**src/common/csr_pkg.sv**
```systemverilog
//////////////////////////////
// Machine-mode CSR unit, RV32 only. XLEN is fixed at 32
// misa fixed at RV32I, mtip/msip are not implemented
//////////////////////////////

package csr_pkg;

    //////////////////////////////
    // Widths
    //////////////////////////////

    localparam int XLEN       = 32;
    localparam int CSR_ADDR_W = 12;
    localparam int REG_ADDR_W = 5;
    localparam int INST_W     = 32;
    localparam int ZIMM_W     = 5;  // Immediate forms reuse the rs1 field

    // Field positions in the instruction word
    localparam int RD_LSB     = 7;
    localparam int FUNCT3_LSB = 12;
    localparam int RS1_LSB    = 15;
    localparam int CSR_LSB    = 20;

    //////////////////////////////
    // Fixed values and masks
    //////////////////////////////

    // MXL=1 (32-bit) in 31:30, I extension in bit 8
    localparam logic [XLEN-1:0] MISA_VALUE = 32'h4000_0100;

    // WPRI 30:23, 10:9, 6 and 2 read as zero
    localparam logic [XLEN-1:0] MSTATUS_WMASK = 32'h807F_F9BB;

    localparam int MEIP_BIT = 11;   // mie/mip external irq
    localparam int MIE_BIT  = 3;    // mstatus global enable

    //////////////////////////////
    // Enums
    //////////////////////////////

    typedef enum logic [CSR_ADDR_W-1:0] {
        CSR_MSTATUS  = 12'h300,
        CSR_MISA     = 12'h301,
        CSR_MIE      = 12'h304,
        CSR_MTVEC    = 12'h305,
        CSR_MSCRATCH = 12'h340,
        CSR_MEPC     = 12'h341,
        CSR_MCAUSE   = 12'h342,
        CSR_MTVAL    = 12'h343,
        CSR_MIP      = 12'h344,
        CSR_MHARTID  = 12'hF14     // Read only
    } csr_addr_e;

    // funct3 of the Zicsr instructions
    typedef enum logic [2:0] {
        OP_CSRRW  = 3'b001,
        OP_CSRRS  = 3'b010,
        OP_CSRRC  = 3'b011,
        OP_CSRRWI = 3'b101,
        OP_CSRRSI = 3'b110,
        OP_CSRRCI = 3'b111
    } csr_op_e;

    typedef enum logic [1:0] {
        IDLE,
        COMPUTE,
        STORE
    } exec_state_e;

    //////////////////////////////
    // Structs
    //////////////////////////////

    typedef struct packed {
        csr_op_e                op;
        logic [REG_ADDR_W-1:0]  rd;
        logic [REG_ADDR_W-1:0]  rs1;    // rs1 index or zimm
        logic [CSR_ADDR_W-1:0]  csr;    // Raw, may be unknown
    } csr_inst_t;

    typedef struct packed {
        logic                   en;
        logic [CSR_ADDR_W-1:0]  addr;
        logic [XLEN-1:0]        data;
    } csr_wr_t;

    typedef struct packed {
        logic                   en;
        logic [XLEN-1:0]        val;
    } trap_field_t;

    typedef struct packed {
        trap_field_t            mepc;
        trap_field_t            mstatus;
        trap_field_t            mcause;
        trap_field_t            mtval;
    } trap_upd_t;

    typedef struct packed {
        logic [XLEN-1:0]        mtvec;
        logic [XLEN-1:0]        mepc;
        logic [XLEN-1:0]        mstatus;
        logic                   meip;
        logic                   mtip;   // Always zero
        logic                   msip;   // Always zero
    } csr_sb_t;

endpackage

```
**src/csr/csr_exec.sv**
```systemverilog
//////////////////////////////
// One instruction in flight, ready low for three cycles after acceptance
// No back-pressure on the rd write pulse
//////////////////////////////

`timescale 1ns/100ps

module csr_exec
    import csr_pkg::*;
(
    input  logic                  aclk,
    input  logic                  aresetn,
    input  logic                  valid,
    output logic                  ready,
    input  csr_inst_t             inst,
    input  logic [XLEN-1:0]       rs1_val,
    output logic                  rd_en,
    output logic [CSR_ADDR_W-1:0] rd_addr,
    input  logic [XLEN-1:0]       rd_data,
    output csr_wr_t               csr_wr,
    output logic                  rd_wr_en,
    output logic [REG_ADDR_W-1:0] rd_wr_addr,
    output logic [XLEN-1:0]       rd_wr_val
);

    exec_state_e      state;
    csr_inst_t        inst_r;       // Held until the next acceptance
    logic [XLEN-1:0]  rs1_val_r;
    logic [XLEN-1:0]  zimm_ext;
    logic [XLEN-1:0]  newval;
    logic             wr_req;       // Op writes the CSR
    logic             wr_en_q;
    logic [XLEN-1:0]  wr_data_q;
    logic             accept;

    assign accept = valid && ready;

    // Old value fetch goes out on the acceptance edge
    assign rd_en   = accept;
    assign rd_addr = inst.csr;

    assign zimm_ext = {{(XLEN-ZIMM_W){1'b0}}, inst_r.rs1};

    //////////////////////////////
    // New value
    //////////////////////////////

    // rd_data holds the old value during COMPUTE
    always_comb begin
        newval = rd_data;
        wr_req = 1'b0;
        case (inst_r.op)
            OP_CSRRW: begin
                newval = rs1_val_r;
                wr_req = 1'b1;              // Always writes
            end
            OP_CSRRS: begin
                newval = rd_data | rs1_val_r;
                wr_req = |inst_r.rs1;       // x0 means read only
            end
            OP_CSRRC: begin
                newval = rd_data & ~rs1_val_r;
                wr_req = |inst_r.rs1;
            end
            OP_CSRRWI: begin
                newval = zimm_ext;
                wr_req = 1'b1;
            end
            OP_CSRRSI: begin
                newval = rd_data | zimm_ext;
                wr_req = |inst_r.rs1;       // zimm of zero
            end
            OP_CSRRCI: begin
                newval = rd_data & ~zimm_ext;
                wr_req = |inst_r.rs1;
            end
            default: begin
                wr_req = 1'b0;              // Not a CSR op, return old value only
            end
        endcase
    end

    //////////////////////////////
    // Control FSM
    //////////////////////////////

    always_ff @(posedge aclk or negedge aresetn) begin
        if (!aresetn) begin
            state    <= IDLE;
            ready    <= 1'b0;
            rd_wr_en <= 1'b0;
            wr_en_q  <= 1'b0;
        end else begin
            case (state)
                IDLE: begin
                    ready <= 1'b1;      // First edge after reset raises it
                    if (accept) begin
                        ready <= 1'b0;
                        state <= COMPUTE;
                    end
                end
                COMPUTE: begin
                    rd_wr_en <= 1'b1;   // One-cycle pulses
                    wr_en_q  <= wr_req;
                    state    <= STORE;
                end
                STORE: begin
                    rd_wr_en <= 1'b0;
                    wr_en_q  <= 1'b0;
                    // Extra cycle so the next read sees the update
                    if (!rd_wr_en) begin
                        ready <= 1'b1;
                        state <= IDLE;
                    end
                end
                default: begin
                    state <= IDLE;
                end
            endcase
        end
    end

    // Payload capture
    always_ff @(posedge aclk) begin
        if (accept) begin
            inst_r    <= inst;
            rs1_val_r <= rs1_val;
        end
        if (state == COMPUTE) begin
            rd_wr_val <= rd_data;   // Old value back to rd
            wr_data_q <= newval;
        end
    end

    assign rd_wr_addr = inst_r.rd;
    assign csr_wr     = '{en: wr_en_q, addr: inst_r.csr, data: wr_data_q};

    //////////////////////////////
    // Assertions
    //////////////////////////////

    a_rd_wr_pulse: assert property (@(posedge aclk) disable iff (!aresetn)
        rd_wr_en |=> !rd_wr_en);

    a_busy_on_wb: assert property (@(posedge aclk) disable iff (!aresetn)
        rd_wr_en |-> !ready);

endmodule

```
**src/csr/csr_regfile.sv**
```systemverilog
//////////////////////////////
// Unknown addresses read zero and drop writes
// Trap-side update beats an instruction write to the same CSR
//////////////////////////////

`timescale 1ns/100ps

module csr_regfile
    import csr_pkg::*;
#(
    parameter logic [XLEN-1:0] MHART_ID = '0
) (
    input  logic                  aclk,
    input  logic                  aresetn,
    input  logic                  rd_en,
    input  logic [CSR_ADDR_W-1:0] rd_addr,
    output logic [XLEN-1:0]       rd_data,
    input  csr_wr_t               csr_wr,
    input  trap_upd_t             trap_upd,
    input  logic                  eirq,
    output csr_sb_t               csr_sb
);

    // Writable CSRs
    logic [XLEN-1:0] mstatus;
    logic [XLEN-1:0] mie;
    logic [XLEN-1:0] mtvec;
    logic [XLEN-1:0] mscratch;
    logic [XLEN-1:0] mepc;
    logic [XLEN-1:0] mcause;
    logic [XLEN-1:0] mtval;
    logic [XLEN-1:0] mip;

    logic [1:0]      eirq_sync;     // Two-flop synchronizer
    logic            meip_set;

    // Instruction write hits a given CSR
    function automatic logic hit(csr_wr_t w, csr_addr_e a);
        return w.en && (w.addr == a);
    endfunction

    //////////////////////////////
    // External interrupt
    //////////////////////////////

    always_ff @(posedge aclk or negedge aresetn) begin
        if (!aresetn) begin
            eirq_sync <= 2'b00;
        end else begin
            eirq_sync <= {eirq_sync[0], eirq};
        end
    end

    // Both enables must be on when the synced level arrives
    assign meip_set = eirq_sync[1] && mstatus[MIE_BIT] && mie[MEIP_BIT];

    //////////////////////////////
    // CSR storage
    //////////////////////////////

    always_ff @(posedge aclk or negedge aresetn) begin
        if (!aresetn) begin
            mstatus  <= '0;
            mie      <= '0;
            mtvec    <= '0;
            mscratch <= '0;
            mepc     <= '0;
            mcause   <= '0;
            mtval    <= '0;
            mip      <= '0;
        end else begin
            // Trap side first, then the instruction write
            if (trap_upd.mstatus.en) begin
                mstatus <= trap_upd.mstatus.val & MSTATUS_WMASK;
            end else if (hit(csr_wr, CSR_MSTATUS)) begin
                mstatus <= csr_wr.data & MSTATUS_WMASK;
            end

            if (trap_upd.mepc.en) begin
                mepc <= {trap_upd.mepc.val[XLEN-1:2], 2'b00};   // IALIGN=32
            end else if (hit(csr_wr, CSR_MEPC)) begin
                mepc <= {csr_wr.data[XLEN-1:2], 2'b00};
            end

            if (trap_upd.mcause.en) begin
                mcause <= trap_upd.mcause.val;
            end else if (hit(csr_wr, CSR_MCAUSE)) begin
                mcause <= csr_wr.data;
            end

            if (trap_upd.mtval.en) begin
                mtval <= trap_upd.mtval.val;
            end else if (hit(csr_wr, CSR_MTVAL)) begin
                mtval <= csr_wr.data;
            end

            // Instruction-only registers
            if (hit(csr_wr, CSR_MIE)) begin
                mie <= csr_wr.data;
            end
            if (hit(csr_wr, CSR_MTVEC)) begin
                mtvec <= csr_wr.data;
            end
            if (hit(csr_wr, CSR_MSCRATCH)) begin
                mscratch <= csr_wr.data;
            end

            if (hit(csr_wr, CSR_MIP)) begin
                mip <= csr_wr.data;
            end
            if (meip_set) begin
                mip[MEIP_BIT] <= 1'b1;  // Sticky until software writes mip
            end
        end
    end

    //////////////////////////////
    // Read port
    //////////////////////////////

    // Registered, valid the cycle after rd_en
    always_ff @(posedge aclk) begin
        if (rd_en) begin
            case (rd_addr)
                CSR_MSTATUS:  rd_data <= mstatus;
                CSR_MISA:     rd_data <= MISA_VALUE;
                CSR_MIE:      rd_data <= mie;
                CSR_MTVEC:    rd_data <= mtvec;
                CSR_MSCRATCH: rd_data <= mscratch;
                CSR_MEPC:     rd_data <= mepc;
                CSR_MCAUSE:   rd_data <= mcause;
                CSR_MTVAL:    rd_data <= mtval;
                CSR_MIP:      rd_data <= mip;
                CSR_MHARTID:  rd_data <= MHART_ID;
                default:      rd_data <= '0;    // Unimplemented
            endcase
        end
    end

    // Shared bus, straight from the registers
    assign csr_sb = '{
        mtvec:   mtvec,
        mepc:    mepc,
        mstatus: mstatus,
        meip:    mip[MEIP_BIT],
        mtip:    1'b0,
        msip:    1'b0
    };

    a_mepc_align: assert property (@(posedge aclk) disable iff (!aresetn)
        mepc[1:0] == 2'b00);

endmodule

```
**src/logic/csr_unit.sv**
```systemverilog
//////////////////////////////
// Opcode is not checked, core sends only SYSTEM/Zicsr words
//////////////////////////////

`timescale 1ns/100ps

module csr_unit
    import csr_pkg::*;
#(
    parameter logic [XLEN-1:0] MHART_ID = '0
) (
    input  logic                  aclk,
    input  logic                  aresetn,
    input  logic                  eirq,
    input  logic                  valid,
    output logic                  ready,
    input  logic [INST_W-1:0]     instbus,
    output logic [REG_ADDR_W-1:0] rs1_addr,
    input  logic [XLEN-1:0]       rs1_val,
    output logic                  rd_wr_en,
    output logic [REG_ADDR_W-1:0] rd_wr_addr,
    output logic [XLEN-1:0]       rd_wr_val,
    input  trap_upd_t             trap_upd,
    output csr_sb_t               csr_sb
);

    csr_inst_t             inst;
    logic                  rd_en;
    logic [CSR_ADDR_W-1:0] rd_addr;
    logic [XLEN-1:0]       rd_data;
    csr_wr_t               csr_wr;

    // Instruction fields
    assign inst.op  = csr_op_e'(instbus[FUNCT3_LSB +: 3]);
    assign inst.rd  = instbus[RD_LSB +: REG_ADDR_W];
    assign inst.rs1 = instbus[RS1_LSB +: REG_ADDR_W];
    assign inst.csr = instbus[CSR_LSB +: CSR_ADDR_W];

    assign rs1_addr = inst.rs1;     // Combinational lookup by the core

    csr_exec u_exec (
        .aclk       (aclk),
        .aresetn    (aresetn),
        .valid      (valid),
        .ready      (ready),
        .inst       (inst),
        .rs1_val    (rs1_val),
        .rd_en      (rd_en),
        .rd_addr    (rd_addr),
        .rd_data    (rd_data),
        .csr_wr     (csr_wr),
        .rd_wr_en   (rd_wr_en),
        .rd_wr_addr (rd_wr_addr),
        .rd_wr_val  (rd_wr_val)
    );

    csr_regfile #(.MHART_ID(MHART_ID)) u_regfile (
        .aclk     (aclk),
        .aresetn  (aresetn),
        .rd_en    (rd_en),
        .rd_addr  (rd_addr),
        .rd_data  (rd_data),
        .csr_wr   (csr_wr),
        .trap_upd (trap_upd),
        .eirq     (eirq),
        .csr_sb   (csr_sb)
    );

endmodule

```
**config.mk**
```make
export PLATFORM = sky130hd
export DESIGN_NAME = csr_unit
export DESIGN_NICKNAME = d
export VERILOG_FILES = /design/src/common/csr_pkg.sv /design/src/csr/csr_exec.sv /design/src/csr/csr_regfile.sv /design/src/logic/csr_unit.sv
export SDC_FILE = /design/constraint.sdc
export NUM_CORES = 1
export LEC_CHECK = 0
export ABC_CLOCK_PERIOD_IN_PS = 3000
export BUFFER_PORTS_ARGS = -buffer_cell sky130_fd_sc_hd__buf_2
export CORE_MARGIN = 5
export CORE_UTILIZATION = 55
export CTS_CLUSTER_DIAMETER = 100
export DETAILED_ROUTE_END_ITERATION = 7
export PLACE_DENSITY = 0.79
export SLEW_MARGIN = 0
export SYNTH_ARGS = -nofsm -noshare
export SYNTH_HDL_FRONTEND = slang
export SYNTH_HIERARCHICAL = 1
export SYNTH_SLANG_ARGS = --single-unit
```
**constraint.sdc**
```tcl
create_clock -name aclk -period 3 [get_ports aclk]
set_input_delay 0.6 -clock aclk [delete_from_list [all_inputs] [get_ports aclk]]
set_output_delay 0.6 -clock aclk [all_outputs]
set_load 0.01 [all_outputs]
```
### Word level (Yosys, flattened, before mapping)

Cells that the tools add are included.

| storage, ports and cells | value |
|---|---|
| bits in registers | 416 |
| input bits | 200 |
| logic and storage cells | 100 |
| output and inout port bits | 143 |

| operators by class | value |
|---|---|
| equal/unequal tests | 27 |
| reduce and logical (&&, ||, !) cells | 24 |
| muxes and demuxes | 21 |
| bitwise gates (word level) | 6 |

Operators by type and width:

| kind | count |
|---|---|
| 32-bit case mux with 9 select lines | 1 |
| 32-bit 2-to-1 mux | 8 |
| 12-bit by 10-bit == test with 1-bit output (second input constant) | 17 |
| 32-bit case mux with 6 select lines | 1 |
| 32-bit bitwise AND | 2 |
| 32-bit NOT | 1 |
| 5-bit NOT with 32-bit output | 1 |
| 32-bit OR | 1 |
| 32-bit by 5-bit OR with 32-bit output | 1 |
| 2-bit nonzero test | 7 |
| 12-bit 2-to-1 mux | 1 |
| 1-bit logical AND | 11 |
| 3-bit == test (second input constant) | 3 |
| 1-bit case mux with 2 select lines | 4 |
| 3-bit by 2-bit == test with 1-bit output (second input constant) | 2 |
| 2-bit case mux with 3 select lines | 1 |
| 5-bit OR reduction | 1 |
| 2-bit 2-to-1 mux | 2 |
| 2-bit inequality test (second input constant) | 2 |
| 2-bit AND reduction | 2 |
| 4-bit OR reduction | 1 |
| 3-bit by 1-bit == test with 1-bit output (second input constant) | 1 |
| 1-bit 2-to-1 mux | 3 |
| 2-bit by 1-bit == test with 1-bit output (second input constant) | 1 |
| other kinds (3) | 3 |

### Depth between registers and ports, before layout

Gate-level depths: netlist of run 1.

| logic depth | value |
|---|---|
| depth after elaboration | 4 |
| mapped depth | 8 |
| depth with buffers taken out | 5 |

### By module

The synthesis of run 1 kept the hierarchy.

Modules (own cells, without submodules):

| module | cells each | sequential area each (um^2) | area each (um^2) | times used |
|---|---|---|---|---|
| csr_regfile | 1118 | 7066.8 | 13456.7 | 1 |
| csr_exec | 327 | 3758.6 | 5103.6 | 1 |
| csr_unit | 5 | 0.0 | 37.5 | 1 |

### Least setup slack after synthesis of run 1

No wires, ideal clock.

| path | value |
|---|---|
| path type | input port to flip-flop |
| from | input valid |
| to | register u_exec.inst_r, in the netlist u_exec/csr_wr[32] (enable) |
| required time | 2.556 ns |
| slack | 0.148 ns |
| library setup time | 0.444 ns |
| buffers on the path | 0 |
| stages | 2 |
| arrival | 2.409 ns |
| cell sequence | nand2_1 inv_1 |

| between the ends | value |
|---|---|
| longest elaborated chain between the ends | 1 |

Ends and longest elaborated chain:

| item | line | source |
|---|---|---|
| start: declaration | csr_unit.sv:15 | `input logic valid,` |
| 1-bit logical AND | csr_exec.sv:36 | `assign accept = valid && ready;` |
| via rd_en | csr_unit.sv:28 | `logic rd_en;` |
| end signal: assignment | csr_exec.sv:126 | `inst_r <= inst;` |
| end: declaration | csr_exec.sv:27 | `csr_inst_t inst_r;` |

The timed path passes the listed nets, and every way through them passes these cells.
A chain may end at the register's enable or synchronous reset.

### Final worst setup path of run 1

| path | value |
|---|---|
| from | register u_exec.wr_en_q |
| to | register u_regfile.mtval[31] |

| between the ends | value |
|---|---|
| longest elaborated chain between the ends | 2 |

Ends and longest elaborated chain:

| item | line | source |
|---|---|---|
| start: declaration | csr_exec.sv:32 | `logic wr_en_q;` |
| start signal: assignment | csr_exec.sv:104 | `wr_en_q <= wr_req;` |
| 1-bit logical AND | csr_regfile.sv:39 | `return w.en && (w.addr == a);` |
| 2-bit nonzero test (no source line) | -- |  |
| end signal: assignment | csr_regfile.sv:92 | `mtval <= trap_upd.mtval.val;` |
| end signal: assignment | csr_regfile.sv:94 | `mtval <= csr_wr.data;` |
| end: declaration | csr_regfile.sv:31 | `logic [XLEN-1:0] mtval;` |

No other way between the ends.

==> impl_metrics.tcl, run 1 <==
set metrics [dict create \
    status "finished, final reports clean" \
    drt_iter0_markers 1174 \
    die_area_mm2 0.0376 \
    critPathCaptureType "flip-flop" \
    rr_worst_depth 5 \
    fmax_mhz 381 \
    num_vias 13155 \
    setup_viol 0 \
    worstReg2RegStart "u_exec/wr_en_q$_DFFE_PN0P_" \
    worst_path_max_delay_cell "or4_2" \
    final_cell_count_no_fill 2199 \
    drv_slew 0 \
    irDropWorstVdd_mv 0.459 \
    drive_gt1_share_pct 34.5 \
    num_rows 67 \
    ys_ff_latch 402 \
    netlist_instances 1450 \
    synth.area.top_cells "dfrtp_1 34%, edfxtp_1 25%, mux2i_1 8.2%, mux2_2 7.7%, nand2_1 2.9%" \
    dieHeight_um 194 \
    ioPinCount 343 \
    finalHoldViolCount 0 \
    htreeDepth 2 \
    dominantRegCellSynth "dfrtp_1" \
    n_fill_cell 2530 \
    grt_antenna_before_repair 4 \
    grt_max_degree 106 \
    utilization_pct 65.1 \
    synth.most_common_cell "dfrtp_1" \
    crit_arrival_ps 3010 \
    slew_headroom_pct 13.8 \
    grt-busiest-layer "met2" \
    post_cts_buffers 0 \
    place_congestion 0.938 \
    min_to "u_regfile/eirq_sync[0]$_DFF_PN0_" \
    routedWlPerCell_um 24.7 \
    ant_nets 0 \
    synth_edf_count 153 \
    cpPeakStageDelay_ps 840 \
    met2_usage_pct 42.1 \
    grt_overflow 0 \
    holdPathStages 1 \
    synthArstFlopShare_pct 61.9 \
    routed_wl_um 54300 \
    synth_top_area_cell "dfrtp_1" \
    cellLeakagePower_uw 0.0102 \
    synth_area_mm2 0.0186 \
    cts_tree "built" \
    min_period_over_period_pct 87.5 \
    syn_area_per_cell_um2 12.8 \
    path_cells "or4b_4, or4_2, buf_12, mux2i_1, o21ai_0" \
    start_util_pct 55.6 \
    yosysWarnings 6 \
    power_uw 14500 \
    grt_pass1_wl_um 81700 \
    synth_top_area_share_pct 33.5 \
    cts_root_buf "clkbuf_16" \
    clock_skew_ps 11.5 \
    clk_latency_ps 550 \
    yosysUniqueCellTypes 56 \
    period_needed_ps 2620 \
    ff_latch_area_mm2 0.0108 \
    drt_pass1_iterations 7 \
    via_per_inst 5.98 \
    crit_fanout 26 \
    dp_cells 2118 \
    worstMarginPinSlew_ps 1290 \
    rsz0062_at_grt "no" \
    clk_pin_slew_worst_paths_ps 70 \
    regToRegSetupSlack_ps 380 \
    maxCapViolCount 0 \
    use_met3_pct 7.00 \
    die_w_um 194 \
    r2r-end "u_regfile/mtval[31]$_DFFE_PN0P_" \
    hp-start "eirq" \
    grt_pass1_vias 13548 \
    core_mm2 0.0334 \
    drc 0 \
    port_buffers 305 \
    layout.nets 1919 \
    fin_tns_setup_ps 0 \
    ys_seq_area_share_pct 58.2 \
    worstSetupPathType "flip-flop to flip-flop" \
    dp_hpwl_um 37700 \
    track_usage_pct 27.9 \
    cp_data_required_time_ps 3380 \
    multi_input_area_mm2 0.00693 \
    grt_util_met1_pct 39.5 \
    cts_sinks 402 \
    power_density_mw_per_mm2 666 \
    critPathLaunchType "flip-flop" \
    hp-class "input pin to flip-flop" \
    area_growth_syn_to_layout_pct 17.1 \
    clock_path_buffers 3 \
    synth_common_cells "249 x dfrtp_1, 153 x edfxtp_1, 152 x mux2i_1, 142 x nand2_1, 127 x mux2_2" \
    cts_made_buffers 42 \
    cts_resized 0 \
]
## per-layer routing
layer  wire [um]  share of wire (%)
met2       24400                 45
met1       22600                 42
met4        2050                3.8
met3        5180                9.5
met5          13              0.024
## critical path, delay by kind of cell (launching register included)
kind | cells | cell delay [ps]
simple gates | 2 | 1430
flops | 1 | 470
buf+inv | 1 | 270
mux | 1 | 180
compound gates | 1 | 110
## stage by stage
step / instance area [um^2] / setup WS [ps] / hold slack, ps
6_report: 21800 / 375 / 160
5_1_grt: 21800 / 349 / 147
4_1_cts: 21800 / 381 / 149
3_5_place_dp: 20400 / 390 / 336
3_3_place_gp: 20400 / 418 / 336
2_1_floorplan: 18700 / 148 / 304
## cell families (layout without fill, tap and decap cells)
logic type | count (synthesis) | after routing | synth area share (%)
xor+xnor | 27 | 27 | 1.27
simple gates | 272 | 272 | 7.57
other cells | 1 | 18 | 0.0202
buf+inv | 158 | 442 | 5.19
compound gates | 273 | 273 | 8.93
mux | 313 | 313 | 18.5
flops | 402 | 402 | 58.2
fa+ha+maj | 4 | 4 | 0.269
## timing repair
| action | in CTS | in global routing |
|---|---|---|
| setup endpoints to repair | 0 | 0 |
| hold buffers | 1 | 0 |
| hold endpoints to repair | 29 | 0 |
## worst max-delay path by stage
| stage | slack (ps) | cells past startpoint | end | start |
|---|---|---|---|---|
| floorplan | 150 | 2 | u_exec/csr_wr[32]$_DFFE_PP_ | valid |
| global placement | 420 | 6 | u_regfile/rd_data[13]$_DFFE_PP_ | instbus[22] |
| detailed placement | 390 | 6 | u_regfile/rd_data[13]$_DFFE_PP_ | instbus[22] |
| CTS | 380 | 5 | u_regfile/mtval[31]$_DFFE_PN0P_ | u_exec/wr_en_q$_DFFE_PN0P_ |
| global route | 350 | 5 | u_regfile/mtval[10]$_DFFE_PN0P_ | u_exec/wr_en_q$_DFFE_PN0P_ |
| finish | 380 | 5 | u_regfile/mtval[31]$_DFFE_PN0P_ | u_exec/wr_en_q$_DFFE_PN0P_ |
## cells in the final DEF (no fill, tap or decap), types with 5 or more instances in the layout
cell type / n
clkbuf_16: 46
nor4_2: 6
a222oi_1: 7
inv_1: 9
nand2_1: 142
clkbuf_8: 6
nand3b_1: 6
mux2i_1: 152
nor2_1: 15
dfrtp_1: 249
a221o_1: 10
a22o_1: 6
o22ai_1: 10
a32oi_1: 12
a22oi_1: 19
o21ai_0: 34
buf_12: 9
clkbuf_1: 9
or4b_2: 5
conb_1: 16
mux2_2: 127
nand3_1: 19
edfxtp_1: 153
o2bb2ai_1: 10
nor4_1: 7
a21oi_1: 61
xnor2_1: 27
mux2_4: 30
clkinv_2: 9
buf_2: 304
o21ai_1: 90
nor3_1: 6
buf_4: 39
nor2b_1: 29
## state kept, by name (all words and copies together), names as in the netlist
| signal | cells |
|---|---|
| u_regfile/rd_data | 32 |
| u_regfile/eirq_sync | 2 |
| u_exec/wr_en_q | 1 |
| u_exec/rd_wr_addr | 5 |
| u_exec/wr_data_q | 32 |
| u_exec/rs1_val_r | 32 |
| u_exec/rd_wr_val | 32 |
| u_regfile/mscratch | 32 |
| u_exec/rd_wr_en | 1 |
| u_exec/state | 2 |
| u_regfile/mstatus | 20 |
| u_regfile/mie | 32 |
| u_exec/csr_wr | 12 |
| u_exec/inst_r | 8 |
| u_regfile/mcause | 32 |
| u_regfile/mtvec | 32 |
| u_exec/ready | 1 |
| u_regfile/mip | 32 |
| u_regfile/mtval | 32 |
| u_regfile/mepc | 30 |
## final cells by class
cell class / instances / share of cell area, %
sequential: 402 / 49.7
antenna: 2 / 0.0230
multi-input combinational: 905 / 31.8
clock inverter: 17 / 0.569
inverter: 10 / 0.184
timing repair buffer: 354 / 9.28
clock buffer: 61 / 5.82
tap: 448 / 2.57
## power by group
| part | internal, uW | total, uW | leakage (uW) | switching (uW) |
|---|---|---|---|---|
| Sequential | 6570 | 7310 | 0.00473 | 738 |
| Clock | 3040 | 5240 | 0.000686 | 2200 |
| Combinational | 749 | 1940 | 0.00482 | 1190 |
| Total | 10400 | 14500 | 0.0102 | 4130 |
No activity file was read; power rests on OpenSTA's default activity.
==> run 2, diff against run 1 <==
--- a/config.mk
+++ b/config.mk
@@ -5,7 +5,7 @@
 export SDC_FILE = /design/constraint.sdc
 export NUM_CORES = 1
 export LEC_CHECK = 0
-export ABC_CLOCK_PERIOD_IN_PS = 3000
+export ABC_CLOCK_PERIOD_IN_PS = 2700
 export BUFFER_PORTS_ARGS = -buffer_cell sky130_fd_sc_hd__buf_2
 export CORE_MARGIN = 5
 export CORE_UTILIZATION = 55
==> constraint.sdc (replaced) <==
create_clock -name aclk -period 2.7 [get_ports aclk]
set_input_delay 0.54 -clock aclk [delete_from_list [all_inputs] [get_ports aclk]]
set_output_delay 0.54 -clock aclk [all_outputs]
set_load 0.01 [all_outputs]
==> run 2 against run 1 <==
Net effect: via count is 0.71% higher; count of clock-buffer cells in the layout is 1 lower; sequential power is 11% higher; die area stayed put; core utilization is 0.40 points higher; wire length is 0.78% lower; combinational power is 12% higher; final cell count is 0.73% higher; sequential cell count stayed put; global-route usage is 0.15 points lower; highest routed layer is now met4.
==> impl_metrics.tcl, run 2 (synthesis gave the netlist of run 1 again) <==
set metrics [dict create \
    status "finished, final reports clean" \
    core_mm2 0.0334 \
    routedWlPerCell_um 24.3 \
    rsz0062_at_grt "no" \
    final_cell_mix "304 x buf_2, 249 x dfrtp_1, 153 x edfxtp_1" \
    htreeDepth 2 \
    critPathTopFamily "simple AND/OR/NAND/NOR gates" \
    critPathCaptureType "flip-flop" \
    critPathBufInv 1 \
    drive_gt1_share_pct 35.1 \
    clk_latency_ps 530 \
    layout_commonest_cell "buf_2" \
    layout.nets 1936 \
    num_rows 67 \
    drc 0 \
    crit_fanout 23 \
    post_cts_buffers 0 \
    clock_skew_ps 12.0 \
    worstMarginPinSlew_ps 996 \
    ant_nets 0 \
    via_per_inst 5.98 \
    grt_max_degree 83 \
    grt_antenna_before_repair 2 \
    power_uw 16000 \
    drv_slew 0 \
    place_congestion 0.943 \
    fin_tns_setup_ps 0 \
    die_w_um 194 \
    cts_sinks 402 \
    finalHoldViolCount 0 \
    crit_arrival_ps 2890 \
    num_vias 13249 \
    dieHeight_um 194 \
    power_density_mw_per_mm2 729 \
    fmax_mhz 400 \
    die_area_mm2 0.0376 \
    utilization_pct 65.5 \
    cp_data_required_time_ps 3090 \
    drt_iter0_markers 1258 \
    worstSetupPathType "flip-flop to flip-flop" \
    irDropWorstVdd_mv 0.726 \
    routed_wl_um 53900 \
    grt_overflow 0 \
    cellLeakagePower_uw 0.0103 \
    grt_pass1_vias 13393 \
    area_growth_syn_to_layout_pct 17.8 \
    port_buffers 305 \
    cts_resized 0 \
    ioPinCount 343 \
    grt_pass1_wl_um 81400 \
    cts_made_buffers 42 \
    hp-class "input pin to asynchronous set/reset pin" \
    maxCapViolCount 0 \
    clk_pin_slew_worst_paths_ps 60 \
    start_util_pct 55.6 \
    min_period_over_period_pct 92.6 \
    slew_headroom_pct 33.3 \
    critPathLaunchType "flip-flop" \
    cts_root_buf "clkbuf_16" \
    cpPeakStageDelay_ps 680 \
    drt_pass1_iterations 6 \
    cts_hold_buf 0 \
    track_usage_pct 27.7 \
    n_fill_cell 2480 \
    cts_tree "built" \
    period_needed_ps 2500 \
    worst_path_max_delay_cell "or4_2" \
    worst_hold_slack_ps 41.7 \
    setup_viol 0 \
    dp_hpwl_um 38200 \
    path_cells "or4b_4, or4_2, buf_4, mux2i_1, o21ai_1" \
    clock_path_buffers 3 \
]
==> run 2: path summary, 6_finish.rpt <==
check / start / end / slack, ps / depth (start not counted)
max in group asynchronous: aresetn / u_regfile/mtval[7]$_DFFE_PN0P_ / 1910 / 2
worst min register to register: u_regfile/eirq_sync[0]$_DFF_PN0_ / u_regfile/eirq_sync[1]$_DFF_PN0_ / 350 / 0
min in group aclk: eirq / u_regfile/eirq_sync[0]$_DFF_PN0_ / 120 / 1
worst min-delay path: aresetn / u_regfile/mepc[27]$_DFFE_PN0P_ / 40 / 1
worst max register to register: u_exec/wr_en_q$_DFFE_PN0P_ / u_regfile/mcause[10]$_DFFE_PN0P_ / 200 / 5
worst max-delay path: u_exec/wr_en_q$_DFFE_PN0P_ / u_regfile/mcause[10]$_DFFE_PN0P_ / 200 / 5
==> run 2: layout make-up <==
cell class / instances / area, um^2 / share of cell area, %
flip-flops and latches: 402 / 10800 / 49.4
clock buffers: 60 / 1240 / 5.67
multi-input cells: 905 / 6920 / 31.6
diodes: 2 / 5.00 / 0.0228
clock inverters: 17 / 115 / 0.526
inverters: 10 / 41.3 / 0.189
well taps: 448 / 561 / 2.56
repair buffers: 371 / 2190 / 10.0
==> run 2: routing by layer <==
layer | track usage [%] | up-vias | wire length, um
met5 | 0 | - | 0
met1 | 40.2 | 6561 | 22700
met2 | 41.2 | 723 | 23800
met3 | 6.13 | 131 | 5110
met4 | 11.0 | 0 | 2300
li1 | - | 5834 | -
==> run 2: where the power goes <==
group	total, uW	switching (uW)	internal (uW)
Combinational	2180	1320	858
Sequential	8100	807	7290
Clock	5680	2380	3310
Total	16000	4510	11500
==> run 2: metrics by stage <==
step | area, um^2 | worst slack, ps | instances
final | 21900 | 199 | 2215
after floorplan | 18700 | 250 | 1465
after global routing | 21900 | 68.1 | 2215
after detailed placement | 20500 | 111 | 2136
after global placement | 20500 | 170 | 2136
after CTS | 21900 | 200 | 2213
